$ cat src/decoder_defs.svh
`ifndef DECODER_DEFS_SVH
`define DECODER_DEFS_SVH

// ---------------------------------------------------------------------------
// Datapath widths for the instruction decoder
// ---------------------------------------------------------------------------

// Nibble (opr / opa / accumulator)
`define DATA_W      4
// ROM address
`define ADDR_W      12
// Register pair contents
`define PAIR_W      8
// Microcycle index A1..X3
`define CYCLE_W     3
// Register index into the file of 16 nibbles
`define PAIR_SEL_W  4

`endif

$ cat src/decoderPkg.sv
`default_nettype none

`include "decoder_defs.svh"

package decoderPkg;

    // Major opcodes (upper ROM nibble)
    typedef enum logic [`DATA_W-1:0] {
        NOP, JCN, FIM, FIN,    // FIM/SRC and FIN/JIN split on opa[0]
        JUN, JMS, INC, ISZ,
        ADD, SUB, LD,  XCH,
        BBL, LDM, grpE, grpF   // grpE is I/O and RAM, not decoded here
    } oprE;

    // Accumulator group subcodes, opr = grpF
    typedef enum logic [`DATA_W-1:0] {
        CLB, CLC, IAC, CMC,
        CMA, RAL, RAR, TCC,
        DAC, TCS, STC, DAA,
        KBP, DCL
    } fOpE;

    typedef enum logic [`CYCLE_W-1:0] {
        cycA1, cycA2, cycA3, cycM1, cycM2, cycX1, cycX2, cycX3
    } microCycleE;

    // ALU operand source, code 2 unused
    typedef enum logic [1:0] {
        srcReg  = 2'd0,
        srcImm  = 2'd1,
        srcNone = 2'd3
    } aluSrcE;

    typedef enum logic [2:0] {
        carryKeep, carryAlu, carryClear, carrySet, carryInvert
    } carryActE;

    // ---------------------------------------------------------------------------
    // Control bundles
    // ---------------------------------------------------------------------------

    typedef struct packed {
        carryActE carryAct;
        logic     zeroLoad;       // Zero flag takes zeroFromAlu
    } flagUpdT;

    typedef struct packed {
        logic   enable;
        oprE    op;
        fOpE    subOp;
        aluSrcE src;
    } aluCtrlT;

    typedef struct packed {
        logic accWe;
        logic tempWe;
        logic regWe;
        logic regSrcSel;          // Register write-back from temp (XCH)
    } regCtrlT;

    typedef struct packed {
        logic                pcLoad;
        logic [`ADDR_W-1:0]  pcLoadData;
        logic                stackPush;
        logic                stackPop;
        logic                pcLoadUsePair;
    } pcCtrlT;

    typedef struct packed {
        logic                   pairWe;
        logic [`PAIR_SEL_W-1:0] pairAddr;
        logic [`PAIR_W-1:0]     pairDin;
    } pairCtrlT;

endpackage

`default_nettype wire

$ cat src/condFlags.sv
`timescale 1ns/1ps
`default_nettype none

`include "decoder_defs.svh"

module condFlags import decoderPkg::*; (
    input  wire              clk,
    input  wire              rstN,
    input  wire              testFlag,      // Asynchronous TEST pin
    input  wire [`DATA_W-1:0] opa,
    input  wire flagUpdT     flagUpd,
    input  wire              carryFromAlu,
    input  wire              zeroFromAlu,
    output logic             carryFlag,
    output logic             zeroFlag,
    output logic             ccOut
);

    logic testMeta;
    logic testSync;
    logic condRaw;

    // Two-stage synchronizer for the TEST pin
    always_ff @(posedge clk or negedge rstN) begin
        if (!rstN) begin
            testMeta <= 1'b0;
            testSync <= 1'b0;
        end else begin
            testMeta <= testFlag;
            testSync <= testMeta;
        end
    end

    always_ff @(posedge clk or negedge rstN) begin
        if (!rstN) begin
            carryFlag <= 1'b0;
            zeroFlag  <= 1'b0;
        end else begin
            case (flagUpd.carryAct)
                carryAlu:    carryFlag <= carryFromAlu;
                carryClear:  carryFlag <= 1'b0;
                carrySet:    carryFlag <= 1'b1;
                carryInvert: carryFlag <= ~carryFlag;   // CMC
                default:     carryFlag <= carryFlag;
            endcase
            if (flagUpd.zeroLoad) begin
                zeroFlag <= zeroFromAlu;
            end
        end
    end

    // JCN condition, opa = {invert, zero, carry, notTest}
    assign condRaw = (~testSync & opa[0]) | (carryFlag & opa[1]) | (zeroFlag & opa[2]);
    assign ccOut   = condRaw ^ opa[3];

endmodule

`default_nettype wire

$ cat src/decoderWithCc.sv
`timescale 1ns/1ps
`default_nettype none

`include "decoder_defs.svh"

module decoderWithCc import decoderPkg::*; (
    input  wire               clk,
    input  wire               rstN,
    input  wire oprE          opr,
    input  wire [`DATA_W-1:0] opa,
    input  wire microCycleE   cycle,          // From the microcycle generator
    input  wire               carryFromAlu,
    input  wire               zeroFromAlu,
    input  wire               testFlag,
    input  wire               immFetchActive,
    input  wire [`ADDR_W-1:0] immAddr,
    output aluCtrlT           aluCtrl,
    output regCtrlT           regCtrl,
    output pcCtrlT            pcCtrl,
    output pairCtrlT          pairCtrl,
    output logic              needImm,
    output logic              finImm,
    output logic              carryFlag,
    output logic              zeroFlag,
    output logic              ccOut
);

    flagUpdT flagUpd;   // Flag action for the current microcycle

    execDecode uExecDecode (
        .clk            (clk),
        .rstN           (rstN),
        .opr            (opr),
        .opa            (opa),
        .cycle          (cycle),
        .immFetchActive (immFetchActive),
        .aluCtrl        (aluCtrl),
        .regCtrl        (regCtrl),
        .flagUpd        (flagUpd)
    );

    condFlags uCondFlags (
        .clk          (clk),
        .rstN         (rstN),
        .testFlag     (testFlag),
        .opa          (opa),
        .flagUpd      (flagUpd),
        .carryFromAlu (carryFromAlu),
        .zeroFromAlu  (zeroFromAlu),
        .carryFlag    (carryFlag),
        .zeroFlag     (zeroFlag),
        .ccOut        (ccOut)
    );

    flowDecode uFlowDecode (
        .clk            (clk),
        .rstN           (rstN),
        .opr            (opr),
        .opa            (opa),
        .cycle          (cycle),
        .immFetchActive (immFetchActive),
        .immAddr        (immAddr),
        .zeroFromAlu    (zeroFromAlu),
        .ccOut          (ccOut),
        .pcCtrl         (pcCtrl),
        .pairCtrl       (pairCtrl),
        .needImm        (needImm),
        .finImm         (finImm)
    );

endmodule

`default_nettype wire

$ cat src/execDecode.sv
`timescale 1ns/1ps
`default_nettype none

`include "decoder_defs.svh"

module execDecode import decoderPkg::*; (
    input  wire               clk,
    input  wire               rstN,
    input  wire oprE          opr,
    input  wire [`DATA_W-1:0] opa,
    input  wire microCycleE   cycle,
    input  wire               immFetchActive,  // Second word of a two-word instruction
    output aluCtrlT           aluCtrl,
    output regCtrlT           regCtrl,
    output flagUpdT           flagUpd
);

    fOpE     fOp;
    logic    isX3;
    aluCtrlT aluNext;
    regCtrlT regNext;

    assign fOp  = fOpE'(opa);
    assign isX3 = (cycle == cycX3);

    // ---------------------------------------------------------------------------
    // ALU and register-file strobes
    // ---------------------------------------------------------------------------

    always_comb begin
        aluNext = '{enable: 1'b0, op: NOP, subOp: CLB, src: srcNone};
        regNext = '0;
        regNext.tempWe = (cycle == cycX1);   // Temp <- ACC in every frame

        case (opr)
            INC: begin
                aluNext = '{enable: 1'b1, op: INC, subOp: CLB, src: srcReg};
                regNext.regWe = isX3;
            end

            ISZ: begin
                if (immFetchActive) begin
                    // Increment once at X2, write back at X3
                    if (cycle == cycX2) begin
                        aluNext = '{enable: 1'b1, op: INC, subOp: CLB, src: srcReg};
                    end
                    regNext.regWe = isX3;
                end
            end

            ADD, SUB, LD: begin
                aluNext = '{enable: 1'b1, op: opr, subOp: CLB, src: srcReg};
                regNext.accWe = isX3;
            end

            XCH: begin
                // Reg passes to ACC via LD, old ACC comes back from temp
                aluNext = '{enable: 1'b1, op: LD, subOp: CLB, src: srcReg};
                regNext.accWe     = isX3;
                regNext.regWe     = isX3;
                regNext.regSrcSel = isX3;
            end

            BBL, LDM: begin
                aluNext = '{enable: 1'b1, op: opr, subOp: CLB, src: srcImm};
                regNext.accWe = isX3;
            end

            grpF: begin
                if (opa < 4'hD) begin              // DCL and reserved codes are no-ops
                    aluNext = '{enable: 1'b1, op: grpF, subOp: fOp, src: srcNone};
                    case (fOp)
                        CLC, CMC, STC: regNext.accWe = 1'b0;   // Carry only
                        default:       regNext.accWe = isX3;
                    endcase
                end
            end

            default: ;
        endcase
    end

    always_ff @(posedge clk or negedge rstN) begin
        if (!rstN) begin
            aluCtrl <= '{enable: 1'b0, op: NOP, subOp: CLB, src: srcReg};
            regCtrl <= '0;
        end else begin
            aluCtrl <= aluNext;
            regCtrl <= regNext;
        end
    end

    // ---------------------------------------------------------------------------
    // Flag actions, applied by condFlags at the X3 edge
    // ---------------------------------------------------------------------------

    always_comb begin
        flagUpd = '{carryAct: carryKeep, zeroLoad: 1'b0};
        if (isX3) begin
            case (opr)
                INC, ADD, SUB: flagUpd = '{carryAct: carryAlu, zeroLoad: 1'b1};
                LD, LDM, XCH:  flagUpd.zeroLoad = 1'b1;
                grpF: begin
                    case (fOp)
                        CLB, TCC:      flagUpd = '{carryAct: carryClear, zeroLoad: 1'b1};
                        CLC, TCS:      flagUpd.carryAct = carryClear;
                        STC:           flagUpd.carryAct = carrySet;
                        CMC:           flagUpd.carryAct = carryInvert;
                        IAC, DAC, DAA: flagUpd = '{carryAct: carryAlu, zeroLoad: 1'b1};
                        RAL, RAR:      flagUpd.carryAct = carryAlu;   // Rotate through carry
                        CMA, KBP:      flagUpd.zeroLoad = 1'b1;
                        default: ;
                    endcase
                end
                default: ;
            endcase
        end
    end

endmodule

`default_nettype wire

$ cat src/flowDecode.sv
`timescale 1ns/1ps
`default_nettype none

`include "decoder_defs.svh"

module flowDecode import decoderPkg::*; (
    input  wire               clk,
    input  wire               rstN,
    input  wire oprE          opr,
    input  wire [`DATA_W-1:0] opa,
    input  wire microCycleE   cycle,
    input  wire               immFetchActive,
    input  wire [`ADDR_W-1:0] immAddr,         // Target assembled outside from A2A1
    input  wire               zeroFromAlu,
    input  wire               ccOut,
    output pcCtrlT            pcCtrl,
    output pairCtrlT          pairCtrl,
    output logic              needImm,
    output logic              finImm
);

    logic                   isX3;
    logic                   firstX3;       // X3 of the first word
    logic                   secondX3;      // X3 of the second word
    logic [`PAIR_SEL_W-1:0] evenPair;
    logic                   zeroAtX2;      // ISZ result zero, held into X3
    pcCtrlT                 pcNext;
    pairCtrlT               pairNext;
    logic                   needNext;
    logic                   finNext;

    assign isX3     = (cycle == cycX3);
    assign firstX3  = isX3 && !immFetchActive;
    assign secondX3 = isX3 && immFetchActive;
    assign evenPair = {opa[`DATA_W-1:1], 1'b0};

    // ---------------------------------------------------------------------------
    // Next-state decode for PC, stack and pair strobes
    // ---------------------------------------------------------------------------

    always_comb begin
        pcNext   = '0;
        pairNext = '0;
        needNext = 1'b0;
        finNext  = 1'b0;

        case (opr)
            JCN: begin
                needNext = firstX3;
                if (secondX3 && ccOut) begin
                    pcNext.pcLoad     = 1'b1;
                    pcNext.pcLoadData = immAddr;
                end
            end

            FIM, FIN: begin
                if (!opa[0]) begin
                    needNext = firstX3;
                    finNext  = firstX3 && (opr == FIN);  // Fetch from pair 0 index
                    if (secondX3) begin
                        pairNext.pairWe   = 1'b1;
                        pairNext.pairAddr = evenPair;
                        pairNext.pairDin  = immAddr[`PAIR_W-1:0];
                    end
                end else begin
                    // SRC / JIN select the pair at X1
                    if (cycle == cycX1) begin
                        pairNext.pairAddr = evenPair;
                    end
                    pcNext.pcLoadUsePair = isX3 && (opr == FIN);
                end
            end

            JUN, JMS: begin
                needNext = firstX3;
                if (secondX3) begin
                    pcNext.pcLoad     = 1'b1;
                    pcNext.pcLoadData = immAddr;
                    pcNext.stackPush  = (opr == JMS);
                end
            end

            ISZ: begin
                needNext = firstX3;
                if (secondX3 && !zeroAtX2) begin    // Loop back while nonzero
                    pcNext.pcLoad     = 1'b1;
                    pcNext.pcLoadData = immAddr;
                end
            end

            BBL: pcNext.stackPop = isX3;

            default: ;
        endcase
    end

    always_ff @(posedge clk or negedge rstN) begin
        if (!rstN) begin
            pcCtrl   <= '0;
            pairCtrl <= '0;
            needImm  <= 1'b0;
            finImm   <= 1'b0;
            zeroAtX2 <= 1'b0;
        end else begin
            pcCtrl   <= pcNext;
            pairCtrl <= pairNext;
            needImm  <= needNext;
            finImm   <= finNext;
            if (opr == ISZ && immFetchActive && cycle == cycX2) begin
                zeroAtX2 <= zeroFromAlu;
            end else begin
                zeroAtX2 <= 1'b0;
            end
        end
    end

endmodule

`default_nettype wire

$ cat config.mk
export PLATFORM = sky130hd
export DESIGN_NAME = decoderWithCc
export DESIGN_NICKNAME = d
export VERILOG_FILES = /design/src/decoderPkg.sv /design/src/condFlags.sv /design/src/decoderWithCc.sv /design/src/execDecode.sv /design/src/flowDecode.sv
export VERILOG_INCLUDE_DIRS = /design/src /design/src/src
export SDC_FILE = /design/constraint.sdc
export NUM_CORES = 1
export LEC_CHECK = 0
export BUFFER_PORTS_ARGS = -buffer_cell sky130_fd_sc_hd__buf_2
export CORE_MARGIN = 1.5
export CORE_UTILIZATION = 49
export CTS_CLUSTER_DIAMETER = 40
export DETAILED_ROUTE_END_ITERATION = 10
export PLACE_DENSITY = 0.85
export SLEW_MARGIN = 10
export SYNTH_ARGS = -nofsm -noshare
export SYNTH_HDL_FRONTEND = slang
export SYNTH_HIERARCHICAL = 1
export SYNTH_SLANG_ARGS = --single-unit
$ cat constraint.sdc
create_clock -name clk -period 2.2 [get_ports clk]
set_input_delay 0.11 -clock clk [delete_from_list [all_inputs] [get_ports clk]]
set_output_delay 0.11 -clock clk [all_outputs]
set_load 0.01 [all_outputs]
-- After elaboration in Yosys (flattened, before gate mapping)
Index checks and enable logic that the tools add are counted.
- register bits: 51
- latch bits: 0
- bits in writable memories: 0
- ROM bits: 0
- input port bits: 29
- output and inout bits: 49
- logic and storage cells: 125
- memories kept: 0
- add/subtract/negate cells: 0
- multipliers: 0
- div/mod/pow operators: 0
- order comparisons: 1
- equality and inequality tests: 33
- shift-type cells: 0
- mux-type cells: 35
- bitwise logic cells: 8
- reduce and logical (&&, ||, !) cells: 25
- operators by type and width (cell ; count):
    case mux 11 bit (6 select lines) ; 1
    two-way mux 13 bit ; 4
    equality test 4 bit, second input constant ; 12
    case mux 13 bit (3 select lines) ; 1
    two-way mux 11 bit ; 3
    equality test 4 x 3 -> 1 bit, second input constant ; 8
    equality test 4 x 2 -> 1 bit, second input constant ; 4
    two-way mux 1 bit ; 14
    two-way mux 14 bit ; 1
    equality test 3 bit, second input constant ; 4
    two-way mux 4 bit ; 3
    case mux 3 bit (4 select lines) ; 1
    OR reduction 6 bit ; 2
    OR reduction 3 bit ; 3
    equality test 4 x 1 -> 1 bit, second input constant ; 2
    logical AND 1 bit ; 8
    two-way mux 8 bit ; 1
    case mux 1 bit (2 select lines) ; 4
    OR reduction 2 bit ; 4
    OR reduction 4 bit ; 2
    OR reduction 7 bit ; 1
    equality test 3 x 2 -> 1 bit, second input constant ; 2
    case mux 3 bit (2 select lines) ; 1
    OR reduction 5 bit ; 1
    10 further kinds ; 15

-- Longest topological paths before layout
- word-level depth: 8
- depth in mapped cells: 8
- depth with buffers taken out: 7

-- Cells and area by module
The synthesis kept the hierarchy.
- by module, submodules not included (module ; times used ; cells an instance ; area each (sq um) ; sequential area each (sq um)):
    flowDecode ; 1 ; 102 ; 1196.1 ; 775.7
    execDecode ; 1 ; 89 ; 802.0 ; 375.4
    condFlags ; 1 ; 14 ; 172.7 ; 100.1

-- Least setup slack after synthesis
Ideal clock, no wire load.
- path type: reg-to-reg
- start: register uCondFlags.zeroFlag
- end: register, netlist name uFlowDecode/pcCtrl[10]
- setup time: 0.133 ns
- arrival: 1.577 ns
- data required time: 2.067 ns
- setup slack: 0.490 ns
- cell stages (with the launch flop): 7
- path buffers: 1
- period minus slack after synthesis: 1.710 ns
- path through: dfrtp_1 > a222oi_1 > xnor2_1 > and2b_1 > o21ai_1 > buf_2 > a21oi_1
- RTL lines (what ; RTL line ; RTL):
    from (decl) ; condFlags.sv:15 ; output logic zeroFlag,
    from (signal assigned) ; condFlags.sv:47 ; zeroFlag <= zeroFromAlu;

==> flow_summary.json <==
{
  "status": "complete, no violations",
  "arrival_ps": 1800,
  "grt_pass1_wl_um": 7400,
  "rr_worst_depth": 6,
  "pwr_density_cell_nw_per_um2": 643,
  "path_delay_family": "compound AO/OA/AOI/OAI gates",
  "path_clk_slew_ps": 90,
  "yosys.cell_types.count": 48,
  "required_ps": 2350,
  "max-cap-violations": 0,
  "ant_nets": 0,
  "start_util_pct": 50.6,
  "max_freq_ghz": 0.605,
  "worst_setup_path_start_kind": "flop",
  "port_buffers": 76,
  "synth_ff_type": "dfrtp_1",
  "synthCells": 205,
  "n_fill_cell": 375,
  "synthTopCellsByCount": "dfrtp_1, a21oi_1, nand3_1",
  "synth_seq_cells": 50,
  "syn_nets": 234,
  "cp-startpoint": "uCondFlags/zeroFlag$_DFFE_PN0P_",
  "netlist_area_sq_um": 2170,
  "finalPower_mw": 1.72,
  "clockBufferDepth": 2,
  "critPathMaxFanout": 13,
  "hold_start": "immAddr[7]",
  "cp_slowest_cell": "dfrtp_1",
  "final_hold_viol_count": 0,
  "cp_num_buf_inv": 1,
  "cts-resized-gates": 0,
  "ir_drop_mv": 0.355,
  "crit-reg2reg-launch": "uCondFlags/zeroFlag$_DFFE_PN0P_",
  "setup_viol": 0,
  "synth_top_area_share_pct": 57.6,
  "holdPathStages": 2,
  "ys_seq_area_share_pct": 57.6,
  "slew_viol_final": 0,
  "async_flop_share_pct": 100,
  "synth_top_area_cell": "dfrtp_1",
  "cts-buffers-inserted": 5,
  "nets": 309,
  "dieArea_sq_um": 4840,
  "antenna_found_initial": 0,
  "root_buffer": "clkbuf_8",
  "drt-initial-drc-count": 122,
  "cts.htree.levels": 2,
  "final_cells": 333,
  "drtPass1Iterations": 4,
  "max-slew-margin-rel_pct": 60.5,
  "yosysWarnings": 6,
  "setup-tns-final_ps": 0,
  "area_growth_syn_to_layout_pct": 23.2,
  "dp_hpwl_um": 3380,
  "rows": 24,
  "cts_tree": "done",
  "place_congestion": 0.794,
  "worst_slew_pin_slew_ps": 593,
  "power.leakage_nw": 1.40,
  "globalRouteOverflowTotal": 0,
  "worstSetupEndpointType": "flop",
  "syn_area_per_cell_sq_um": 10.6,
  "viasPerCell": 5.28,
  "io_pins": 78,
  "rsz0062_at_grt": "false",
  "die_h_um": 69.6,
  "critical_path_class": "reg2reg",
  "synth_edf_count": 0,
  "critical-path-max-stage-delay_ps": 400,
  "track_usage_pct": 19.3,
  "grt_pass1_vias": 1594,
  "drive_gt1_share_pct": 33.8,
  "routed_wl_um": 4550,
  "vias": 1759,
  "cts_sinks": 50,
  "diodes": 0,
  "finalCriticalPeriod_ps": 1650,
  "synth_most_common_cell": "dfrtp_1",
  "ys_top_cells_by_area": "dfrtp_1, a21oi_1, nand3_1, and2_1, nand2_1",
  "insertion_delay_ps": 290,
  "min_period_over_period_pct": 75.1,
  "wire_per_inst_um": 13.7,
  "path_depth": 6,
  "dp.cells": 323,
  "min_path_type": "in2reg",
  "die_w_um": 69.6,
  "clock-skew-final_ps": 2.94,
  "grt_max_degree": 29,
  "drcViolationCount": 0,
  "core_sq_um": 4290,
  "path_cells": "a222oi_1 -> xnor2_1 -> and2b_1 -> o21ai_1 -> buf_4 -> a21oi_1"
}
==> state kept, by name, indices dropped and copies added (netlist names) <==
signal / flops
uCondFlags/carryFlag: 1
uCondFlags/testMeta: 1
uCondFlags/testSync: 1
uCondFlags/zeroFlag: 1
uExecDecode/aluCtrl: 11
uExecDecode/regCtrl: 4
uFlowDecode/finImm: 1
uFlowDecode/needImm: 1
uFlowDecode/pairCtrl: 12
uFlowDecode/pcCtrl: 16
uFlowDecode/zeroAtX2: 1
==> area by class of cell <==
type | count | area (sq um) | area share [%]
clock buffer | 6 | 82.6 | 3.09
clock inverter | 2 | 12.5 | 0.468
inverter | 7 | 26.3 | 0.982
multi-input combinational | 135 | 815 | 30.4
sequential | 50 | 1250 | 46.8
tap | 52 | 65.1 | 2.43
timing repair buffer | 81 | 423 | 15.8
==> per-layer routing <==
metal / up-vias / wire length (um) / track usage (%)
li1: 856 / - / -
met1: 840 / 1990 / 25.7
met2: 61 / 2250 / 31.5
met3: 2 / 307 / 6.10
met4: 0 / 7 / 3.92
met5: - / 0 / 0
==> timing repair <==
action / 4_1_cts / 5_1_grt
hold buffers: 2 / 0
hold endpoints to repair: 51 / 0
buffers inserted: 0 / 0
==> worst paths after layout <==
kind,slack (ps),to
min,30,uFlowDecode/pairCtrl[7]$_DFF_PN0_
min in group asynchronous,340,uFlowDecode/pcCtrl[6]$_DFF_PN0_
max in group asynchronous,1590,uExecDecode/aluCtrl[6]$_DFF_PN0_
max reg2reg,550,uFlowDecode/pcCtrl[14]$_DFF_PN0_
max,550,uFlowDecode/pcCtrl[14]$_DFF_PN0_
min reg2reg,370,uCondFlags/testSync$_DFF_PN0_
==> metrics by stage <==
stage               hold slack, ps  instance area [sq um]  setup WS, ps  util, %
floorplan                     -186                   2170           490        -
global placement               109                   2560           570     59.6
detailed placement             125                   2560           495     59.6
CTS                           28.5                   2680           557     62.3
global route                  21.2                   2680           494     62.3
finish                        34.4                   2680           548     62.3
==> cells by family after synthesis <==
group | Yosys count | share of synthesized area, %
other | 1 | 0.173
and+or+nand+nor | 84 | 21.8
DFF | 50 | 57.6
muxes | 2 | 0.980
AOI/OAI and AO/OA | 45 | 13.4
buffers and inverters | 20 | 4.84
xor gates and xnor gates | 3 | 1.21
==> cell usage in the layout (no fill, tap or decap), types with 3 or more instances in the layout <==
| master | netlist | routed |
|---|---|---|
| and2_1 | 11 | 11 |
| nor3_1 | 5 | 5 |
| inv_1 | 7 | 7 |
| clkbuf_8 | 0 | 6 |
| nand2b_1 | 3 | 3 |
| buf_2 | 4 | 76 |
| nor2_1 | 12 | 12 |
| a21oi_1 | 24 | 24 |
| o211ai_1 | 3 | 3 |
| and3_1 | 3 | 3 |
| nand4_1 | 3 | 3 |
| o21ai_0 | 5 | 5 |
| nand3_1 | 16 | 16 |
| nand2_1 | 14 | 14 |
| dfrtp_1 | 50 | 50 |
| buf_4 | 2 | 3 |
==> report_power, final <==
part	internal [mW]	switching, mW
Clock	0.253	0.282
Combinational	0.0866	0.142
Sequential	0.943	0.0130
Total	1.28	0.437
No activity file was read; power rests on OpenSTA's default activity.
